--- config.mk ---
export PLATFORM = sky130hd
export DESIGN_NAME = rv_datapath_top
export DESIGN_NICKNAME = d
export VERILOG_FILES = /design/src/rtl/rv_isa_pkg.sv /design/src/rtl/rv_pipe_pkg.sv /design/src/rtl/alu_execute.sv /design/src/rtl/instr_decode.sv /design/src/rtl/register_file.sv /design/src/rtl/rv_datapath_top.sv /design/src/rtl/writeback_result.sv
export SDC_FILE = /design/constraint.sdc
export NUM_CORES = 2
export LEC_CHECK = 0
export ABC_CLOCK_PERIOD_IN_PS = 8600
export BUFFER_PORTS_ARGS = -buffer_cell sky130_fd_sc_hd__buf_2
export CAP_MARGIN = 5
export CORE_ASPECT_RATIO = 0.5
export CORE_MARGIN = 2
export CORE_UTILIZATION = 32
export CTS_CLUSTER_DIAMETER = 120
export DETAILED_ROUTE_END_ITERATION = 10
export HOLD_SLACK_MARGIN = 0.03
export PLACE_DENSITY = 0.45
export SLEW_MARGIN = 30
export SYNTH_ARGS = -nofsm -noshare
export SYNTH_HDL_FRONTEND = slang
export SYNTH_HIERARCHICAL = 1
export SYNTH_SLANG_ARGS = --single-unit
--- constraint.sdc ---
create_clock -name clk -period 8.6 [get_ports clk]
set_clock_uncertainty 0.05 [all_clocks]
set_input_delay 0.43 -clock clk [delete_from_list [all_inputs] [get_ports clk]]
set_output_delay 0.43 -clock clk [all_outputs]
set_load 0.05 [all_outputs]
--- src/rtl/rv_isa_pkg.sv ---
package rv_isa_pkg;

  // Architectural widths fixed by the RV32I spec
  typedef logic [4:0]  reg_addr_t;
  typedef logic [31:0] xlen_word_t;

  // Major opcodes handled by this datapath
  localparam logic [6:0] OPC_OP     = 7'b0110011;
  localparam logic [6:0] OPC_OP_IMM = 7'b0010011;

  // funct3 codes shared by the register and immediate forms
  localparam logic [2:0] FUNCT3_ADD_SUB = 3'b000;
  localparam logic [2:0] FUNCT3_SLL     = 3'b001;
  localparam logic [2:0] FUNCT3_SLT     = 3'b010;
  localparam logic [2:0] FUNCT3_XOR     = 3'b100;
  localparam logic [2:0] FUNCT3_SRL     = 3'b101;
  localparam logic [2:0] FUNCT3_OR      = 3'b110;
  localparam logic [2:0] FUNCT3_AND     = 3'b111;

  // funct7 codes, only SUB uses the alternate pattern here
  localparam logic [6:0] FUNCT7_BASE = 7'b0000000;
  localparam logic [6:0] FUNCT7_SUB  = 7'b0100000;

  // R-type field layout
  typedef struct packed {
    logic [6:0] funct7;
    reg_addr_t  rs2;
    reg_addr_t  rs1;
    logic [2:0] funct3;
    reg_addr_t  rd;
    logic [6:0] opcode;
  } r_fields_t;

  // I-type field layout
  typedef struct packed {
    logic [11:0] imm;
    reg_addr_t   rs1;
    logic [2:0]  funct3;
    reg_addr_t   rd;
    logic [6:0]  opcode;
  } i_fields_t;

  // One instruction word, two decodes; opcode tells which one applies
  typedef union packed {
    r_fields_t r_fields;
    i_fields_t i_fields;
  } rv_instr_u;

endpackage

--- src/rtl/rv_pipe_pkg.sv ---
package rv_pipe_pkg;

  import rv_isa_pkg::*;

  // ALU operations, 4 bits leaves room for SRA/SLTU later
  typedef enum logic [3:0] {
    ALU_ADD = 4'd0,
    ALU_SUB = 4'd1,
    ALU_AND = 4'd2,
    ALU_OR  = 4'd3,
    ALU_XOR = 4'd4,
    ALU_SLT = 4'd5,
    ALU_SLL = 4'd6,
    ALU_SRL = 4'd7
  } alu_op_e;

  // Decode to execute
  typedef struct packed {
    alu_op_e    alu_op;
    reg_addr_t  rs1;
    reg_addr_t  rs2;
    reg_addr_t  rd;
    logic       use_imm;
    xlen_word_t imm;
    logic       illegal;
  } dec_op_t;

  // Execute to result stage, also the reported result
  typedef struct packed {
    reg_addr_t  rd;
    xlen_word_t value;
    logic       illegal;
  } exe_res_t;

endpackage

--- src/rtl/alu_execute.sv ---
`timescale 1ns/1ps

module alu_execute import rv_isa_pkg::*, rv_pipe_pkg::*; (
  input  logic       dec_valid,
  input  dec_op_t    dec_op,
  // Register file read ports
  output reg_addr_t  rd_addr0,
  output reg_addr_t  rd_addr1,
  input  xlen_word_t rd_data0,
  input  xlen_word_t rd_data1,
  // Result being reported this cycle, not yet in the register file
  input  logic       fwd_valid,
  input  exe_res_t   fwd_res,
  output logic       exe_valid,
  output exe_res_t   exe_res
);

  logic       fwd_ok;
  logic       fwd_hit0;
  logic       fwd_hit1;
  xlen_word_t op_a;
  xlen_word_t rs2_val;
  xlen_word_t op_b;
  xlen_word_t alu_value;

  assign rd_addr0 = dec_op.rs1;
  assign rd_addr1 = dec_op.rs2;

  // x0 and illegal results are never written, so never forwarded
  assign fwd_ok   = fwd_valid && !fwd_res.illegal && (fwd_res.rd != 5'd0);
  assign fwd_hit0 = fwd_ok && (fwd_res.rd == dec_op.rs1);
  assign fwd_hit1 = fwd_ok && (fwd_res.rd == dec_op.rs2);

  assign op_a    = fwd_hit0 ? fwd_res.value : rd_data0;
  assign rs2_val = fwd_hit1 ? fwd_res.value : rd_data1;
  assign op_b    = dec_op.use_imm ? dec_op.imm : rs2_val;

  always_comb begin
    case (dec_op.alu_op)
      ALU_ADD: alu_value = op_a + op_b;
      ALU_SUB: alu_value = op_a - op_b;
      ALU_AND: alu_value = op_a & op_b;
      ALU_OR:  alu_value = op_a | op_b;
      ALU_XOR: alu_value = op_a ^ op_b;
      // Signed compare, result is 0 or 1
      ALU_SLT: alu_value = {31'd0, $signed(op_a) < $signed(op_b)};
      // Shift amount is the low 5 bits only
      ALU_SLL: alu_value = op_a << op_b[4:0];
      ALU_SRL: alu_value = op_a >> op_b[4:0];
      default: alu_value = '0;
    endcase
  end

  assign exe_valid = dec_valid;

  always_comb begin
    exe_res.rd      = dec_op.rd;
    exe_res.illegal = dec_op.illegal;
    exe_res.value   = dec_op.illegal ? '0 : alu_value;
  end

endmodule

--- src/rtl/instr_decode.sv ---
`timescale 1ns/1ps

module instr_decode import rv_isa_pkg::*, rv_pipe_pkg::*; (
  input  logic      clk,
  input  logic      arst_n,
  input  logic      instr_valid,
  input  rv_instr_u instr,
  output logic      dec_valid,
  output dec_op_t   dec_op
);

  dec_op_t dec_next;
  logic    r_base;

  // Every R-type op except SUB needs funct7 all zero
  assign r_base = (instr.r_fields.funct7 == FUNCT7_BASE);

  always_comb begin
    dec_next         = '0;
    dec_next.alu_op  = ALU_ADD;
    dec_next.rs1     = instr.r_fields.rs1;
    dec_next.rd      = instr.r_fields.rd;
    dec_next.imm     = {{20{instr.i_fields.imm[11]}}, instr.i_fields.imm};
    dec_next.illegal = 1'b0;

    case (instr.r_fields.opcode)
      OPC_OP: begin
        dec_next.rs2     = instr.r_fields.rs2;
        dec_next.use_imm = 1'b0;
        case (instr.r_fields.funct3)
          FUNCT3_ADD_SUB: begin
            if (r_base) begin
              dec_next.alu_op = ALU_ADD;
            end else if (instr.r_fields.funct7 == FUNCT7_SUB) begin
              dec_next.alu_op = ALU_SUB;
            end else begin
              dec_next.illegal = 1'b1;
            end
          end
          FUNCT3_SLL: dec_next.alu_op = ALU_SLL;
          FUNCT3_SLT: dec_next.alu_op = ALU_SLT;
          FUNCT3_XOR: dec_next.alu_op = ALU_XOR;
          FUNCT3_SRL: dec_next.alu_op = ALU_SRL;
          FUNCT3_OR:  dec_next.alu_op = ALU_OR;
          FUNCT3_AND: dec_next.alu_op = ALU_AND;
          default:    dec_next.illegal = 1'b1;
        endcase
        // SUB was handled above, the rest want funct7 clear
        if ((instr.r_fields.funct3 != FUNCT3_ADD_SUB) && !r_base) begin
          dec_next.illegal = 1'b1;
        end
      end
      OPC_OP_IMM: begin
        // rs2 stays x0 so the immediate form never forwards on port 1
        dec_next.use_imm = 1'b1;
        case (instr.i_fields.funct3)
          FUNCT3_ADD_SUB: dec_next.alu_op = ALU_ADD;
          FUNCT3_SLT:     dec_next.alu_op = ALU_SLT;
          FUNCT3_XOR:     dec_next.alu_op = ALU_XOR;
          FUNCT3_OR:      dec_next.alu_op = ALU_OR;
          FUNCT3_AND:     dec_next.alu_op = ALU_AND;
          default:        dec_next.illegal = 1'b1;
        endcase
      end
      default: dec_next.illegal = 1'b1;
    endcase
  end

  always_ff @(posedge clk or negedge arst_n) begin
    if (!arst_n) begin
      dec_valid <= 1'b0;
    end else begin
      dec_valid <= instr_valid;
    end
  end

  always_ff @(posedge clk) begin
    if (instr_valid) begin
      dec_op <= dec_next;
    end
  end

endmodule

--- src/rtl/register_file.sv ---
`timescale 1ns/1ps

module register_file import rv_isa_pkg::*; (
  input  logic       clk,
  // Write channel
  input  logic       wr_ena,
  input  reg_addr_t  wr_addr,
  input  xlen_word_t wr_data,
  // Two read channels
  input  reg_addr_t  rd_addr0,
  input  reg_addr_t  rd_addr1,
  output xlen_word_t rd_data0,
  output xlen_word_t rd_data1
);

  // Only x1..x31 have storage
  xlen_word_t  x_regs [1:31];
  logic [31:1] wr_enas;

  // One-hot write enable that never selects x0
  always_comb begin
    wr_enas = '0;
    if (wr_ena && (wr_addr != 5'd0)) begin
      wr_enas[wr_addr] = 1'b1;
    end
  end

  // One flop row per writable register
  for (genvar i = 1; i < 32; i++) begin : g_regs
    always_ff @(posedge clk) begin
      if (wr_enas[i]) begin
        x_regs[i] <= wr_data;
      end
    end
  end

  always_comb begin : read_mux0
    if (rd_addr0 == 5'd0) begin
      rd_data0 = '0;
    end else begin
      rd_data0 = x_regs[rd_addr0];
    end
  end

  always_comb begin : read_mux1
    if (rd_addr1 == 5'd0) begin
      rd_data1 = '0;
    end else begin
      rd_data1 = x_regs[rd_addr1];
    end
  end

endmodule

--- src/rtl/rv_datapath_top.sv ---
`timescale 1ns/1ps

module rv_datapath_top import rv_isa_pkg::*, rv_pipe_pkg::*; (
  input  logic      clk,
  input  logic      arst_n,
  input  logic      instr_valid,
  input  rv_instr_u instr,
  output logic      res_valid,
  output exe_res_t  res
);

  logic       dec_valid;
  dec_op_t    dec_op;
  reg_addr_t  rd_addr0;
  reg_addr_t  rd_addr1;
  xlen_word_t rd_data0;
  xlen_word_t rd_data1;
  logic       exe_valid;
  exe_res_t   exe_res;
  logic       wr_ena;
  reg_addr_t  wr_addr;
  xlen_word_t wr_data;

  instr_decode u_instr_decode (
    .clk         (clk),
    .arst_n      (arst_n),
    .instr_valid (instr_valid),
    .instr       (instr),
    .dec_valid   (dec_valid),
    .dec_op      (dec_op)
  );

  // Forwarding taps the result stage outputs directly
  alu_execute u_alu_execute (
    .dec_valid (dec_valid),
    .dec_op    (dec_op),
    .rd_addr0  (rd_addr0),
    .rd_addr1  (rd_addr1),
    .rd_data0  (rd_data0),
    .rd_data1  (rd_data1),
    .fwd_valid (res_valid),
    .fwd_res   (res),
    .exe_valid (exe_valid),
    .exe_res   (exe_res)
  );

  writeback_result u_writeback_result (
    .clk       (clk),
    .arst_n    (arst_n),
    .exe_valid (exe_valid),
    .exe_res   (exe_res),
    .res_valid (res_valid),
    .res       (res),
    .wr_ena    (wr_ena),
    .wr_addr   (wr_addr),
    .wr_data   (wr_data)
  );

  register_file u_register_file (
    .clk      (clk),
    .wr_ena   (wr_ena),
    .wr_addr  (wr_addr),
    .wr_data  (wr_data),
    .rd_addr0 (rd_addr0),
    .rd_addr1 (rd_addr1),
    .rd_data0 (rd_data0),
    .rd_data1 (rd_data1)
  );

endmodule

--- src/rtl/writeback_result.sv ---
`timescale 1ns/1ps

module writeback_result import rv_isa_pkg::*, rv_pipe_pkg::*; (
  input  logic       clk,
  input  logic       arst_n,
  input  logic       exe_valid,
  input  exe_res_t   exe_res,
  output logic       res_valid,
  output exe_res_t   res,
  // Register file write port
  output logic       wr_ena,
  output reg_addr_t  wr_addr,
  output xlen_word_t wr_data
);

  always_ff @(posedge clk or negedge arst_n) begin
    if (!arst_n) begin
      res_valid <= 1'b0;
    end else begin
      res_valid <= exe_valid;
    end
  end

  // Payload holds its last value between strobes
  always_ff @(posedge clk) begin
    if (exe_valid) begin
      res <= exe_res;
    end
  end

  // Write lands at the edge that ends the reporting cycle
  assign wr_ena  = res_valid && !res.illegal;
  assign wr_addr = res.rd;
  assign wr_data = res.value;

endmodule

==> impl_metrics.ini <==
[run_status]
status = finished, final reports clean

[drt]
wl_met1_um = 107000
wl_per_cell_um = 34.7
wl_um = 240000
ant_nets = 0
vias_per_cell = 6.07
wl_met3_um = 19400
route.detailed.drc = 0
drt_first_pass_iters = 6
drt_iter0_markers = 5283
highest_layer = met4
wl_met2_um = 106000
routed-via-count = 41900

[global_routing]
grt_max_degree = 77
track_usage_pct = 24.9
overflow = 0
grt_pass1_vias = 40500
grt_first_pass_wirelength_um = 330000
grt_antenna_before_repair = 12

[die]
die_w_um = 614
die-area_sq_um = 189000
die_h_um = 309
ios = 74
num_rows = 111
initial_core_util_pct = 32.3
core-area_sq_um = 184000

[clock_network]
clockBufferDepth = 3
cts_max_level = 3
cts_made_buffers = 109
insertion_delay_ns = 0.75
ctsHoldBuffers = 29
postCtsSetupBuffers = 0
cts_sinks = 1064
clk_pin_slew_ns = 0.06
cts_resized = 0
cts_tree = done
cts_root_buf = clkbuf_16

[cells_and_area]
area_delta_synth_final_pct = 12.5
fin_nets = 4474
nFillCells = 17600
layout-drive-gt1-share_pct = 21.6

[placement]
io_buffers = 73
dpl_worst_slack_ns = 1.18
hpwlAfterDp_um = 155000
place.gp.congestion = 0.965

[yosys]
synth_fa_ha_area_share_pct = 2.45
synth-xor-area-share_pct = 0.619
synth_area_sq_um = 59400
synthSimpleGateAreaFrac_pct = 6.79
synth_top_family_by_area = multiplexers
synth_nets = 4419
synth_compound_area_share_pct = 9.31
synth_warnings = 6
synthFlopType = edfxtp_1
ys_seq_area_share_pct = 53.7
syn_inst = 4269
synthDistinctLibCells = 89
synth-edff-count = 1062
synthArstFlopShare_pct = 0.188
synth_mux_area_share_pct = 23.0
synth.avg_cell_area_sq_um = 13.9
ys_ff_latch = 1064

[critical_path]
reg2reg_depth = 18
critPathKind = reg2reg
cp_data_arrival_time_ns = 7.88
ff2ff_setup_slack_ns = 1.13
critical_path.max_fanout = 26
timing.rr.start = u_instr_decode/dec_op[39]
reg2reg_to = u_writeback_result/wr_data[30]
crit_path_start_kind = register
end_kind = register
critPathRequiredTime_ns = 9.01

[min_path]
hp-class = in2reg
hold_depth = 4
holdPathEnd = u_instr_decode/dec_op[33]
hp-start = instr[3]

[timing]
setup_ws_ns = 1.13
tns_ns = 0
final_max_slew_viol_count = 0
max_freq_ghz = 0.134
hold_viol = 0
final.min_clock_period_ns = 7.47
rsz0062_at_grt = false
setup_viol = 0
timing.final.crit_share_pct = 86.8
maxSlewHeadroom_pct = 18.0
tightest_slew_ns = 1.22

[job]
maxCapViolCount = 0

[power]
vdd_ir_drop_max_uv = 153
power_density_nw_per_um2 = 205
power.static_leakage_nw = 22.8
[per-stage QoR]
stage               std cells  hold slack, ns  utilization (%)  area [sq um]  power [mW]
global route             6902          0.0860             36.4         66900        14.1
finish                   6907           0.110             36.4         66900        13.7
global placement         6664           0.167             34.3         63000        9.03
detailed placement       6669           0.167             34.3         63100        9.02
floorplan                4269          0.0844                -         59400        7.85
CTS                      6901          0.0522             36.3         66800        13.7
[critical path, cell delays in order (launching register included)]
cell and delay [ns]:
edfxtp_1 0.98, buf_12 0.32, buf_12 0.29, buf_4 0.48, mux4_2 0.56, a22o_1 0.20, a311o_1 0.39, mux2i_1 0.16
o21ai_0 0.33, ha_1 0.58, or2_2 0.39, or3_1 0.34, nor2_1 0.30, inv_1 0.08, a2111oi_1 0.79, nand3b_1 0.34
a31oi_1 0.21, mux2i_1 0.18, a41oi_1 0.14
[how the worst max path moves through the flow]
stage | start | to | slack [ns] | depth (start not counted)
4_1_cts | u_instr_decode/dec_op[39] | u_writeback_result/wr_data[30] | 1.16 | 18
3_3_place_gp | u_instr_decode/dec_op[39] | u_writeback_result/wr_data[30] | 0.92 | 18
2_1_floorplan | u_instr_decode/dec_op[39] | u_writeback_result/wr_data[30] | 2.40 | 27
6_report | u_instr_decode/dec_op[39] | u_writeback_result/wr_data[30] | 1.13 | 18
5_1_grt | u_instr_decode/dec_op[39] | u_writeback_result/wr_data[26] | 0.86 | 19
3_5_place_dp | u_instr_decode/dec_op[39] | u_writeback_result/wr_data[30] | 1.18 | 18
[cells in the final DEF (no fill, tap or decap), types with 107 or more instances in the layout]
| cell | count |
|---|---|
| nand2_1 | 259 |
| o21ai_0 | 123 |
| mux4_2 | 361 |
| buf_4 | 207 |
| edfxtp_1 | 1062 |
| ha_1 | 113 |
| a22oi_1 | 107 |
| mux2i_1 | 471 |
| clkbuf_16 | 112 |
| nor2_1 | 191 |
| a21oi_1 | 186 |
[synth_stat cells, types with 8 or more instances]
| master | number | area, sq um |
|---|---|---|
| inv_1 | 95 | 357 |
| o21ai_0 | 130 | 651 |
| a21oi_1 | 186 | 931 |
| xnor2_1 | 30 | 263 |
| a31oi_1 | 46 | 288 |
| nand2b_1 | 11 | 68.8 |
| ha_1 | 113 | 1410 |
| and3_1 | 31 | 194 |
| edfxtp_1 | 1062 | 31900 |
| o211ai_1 | 24 | 180 |
| a211oi_1 | 30 | 225 |
| or2_2 | 8 | 50.1 |
| a41oi_1 | 8 | 70.1 |
| nor2_1 | 227 | 852 |
| nor4_1 | 15 | 93.8 |
| nand3b_1 | 12 | 90.1 |
| buf_6 | 14 | 158 |
| nor3_1 | 35 | 175 |
| a221oi_1 | 14 | 123 |
| clkbuf_1 | 164 | 616 |
| a22o_1 | 49 | 429 |
| buf_1 | 22 | 82.6 |
| buf_4 | 111 | 833 |
| a311o_1 | 31 | 310 |
| nor2b_1 | 48 | 300 |
| mux2i_1 | 474 | 4740 |
| or3_1 | 14 | 87.6 |
| mux2_2 | 58 | 653 |
| and2_1 | 39 | 244 |
| o31ai_1 | 9 | 67.6 |
| o21a_1 | 10 | 75.1 |
| nand4_1 | 28 | 175 |
| xor2_1 | 12 | 105 |
| o31a_1 | 10 | 87.6 |
| o221ai_1 | 11 | 96.3 |
| a22oi_1 | 107 | 803 |
| o21bai_1 | 19 | 143 |
| mux4_2 | 361 | 8130 |
| o22ai_1 | 23 | 144 |
| nand3_1 | 94 | 470 |
| nand2_1 | 259 | 972 |
| buf_2 | 75 | 375 |
| a211o_1 | 32 | 280 |
| a21o_1 | 10 | 75.1 |
[registers in the layout, indices dropped and copies added, names as in the netlist]
name                          count
u_instr_decode/dec_op            32
u_instr_decode/dec_valid          1
u_writeback_result/wr_data       32
u_writeback_result/wr_addr        5
u_register_file/x_regs          992
u_writeback_result/res            1
u_writeback_result/res_valid      1
[power breakdown]
group	internal [mW]	switching (mW)	total, mW
logic	1.05	2.13	3.18
registers	5.79	0.0483	5.84
clock network	2.56	2.12	4.69
total	9.40	4.30	13.7
[area by class of cell]
type                            instances  area, sq um  share of cell area, %
Antenna cell                            5         12.5                 0.0187
Clock buffer                          137         2900                   4.33
Clock inverter                         66          532                  0.795
Inverter                               99          373                  0.558
Multi-Input combinational cell       2718        25400                   38.0
Sequential cell                      1064        31900                   47.8
Tap cell                             2486         3110                   4.65
Timing Repair Buffer                  332         2630                   3.93
[cell families after synthesis]
| kind of cell | Yosys count |
|---|---|
| AO/OA/AOI/OAI | 810 |
| XOR/XNOR | 42 |
| adder cells (fa/ha/maj) | 115 |
| buffers and inverters | 487 |
| flip-flops | 1064 |
| multiplexers | 898 |
| other | 1 |
| AND/OR/NAND/NOR | 852 |
[per-layer routing]
| metal | up-vias | track usage [%] |
|---|---|---|
| met5 | - | 0 |
| met1 | 22400 | 36.3 |
| met4 | 0 | 7.25 |
| met3 | 368 | 4.24 |
| met2 | 2067 | 37.9 |
| li1 | 17100 | - |
No activity file was read; power rests on OpenSTA's default activity.
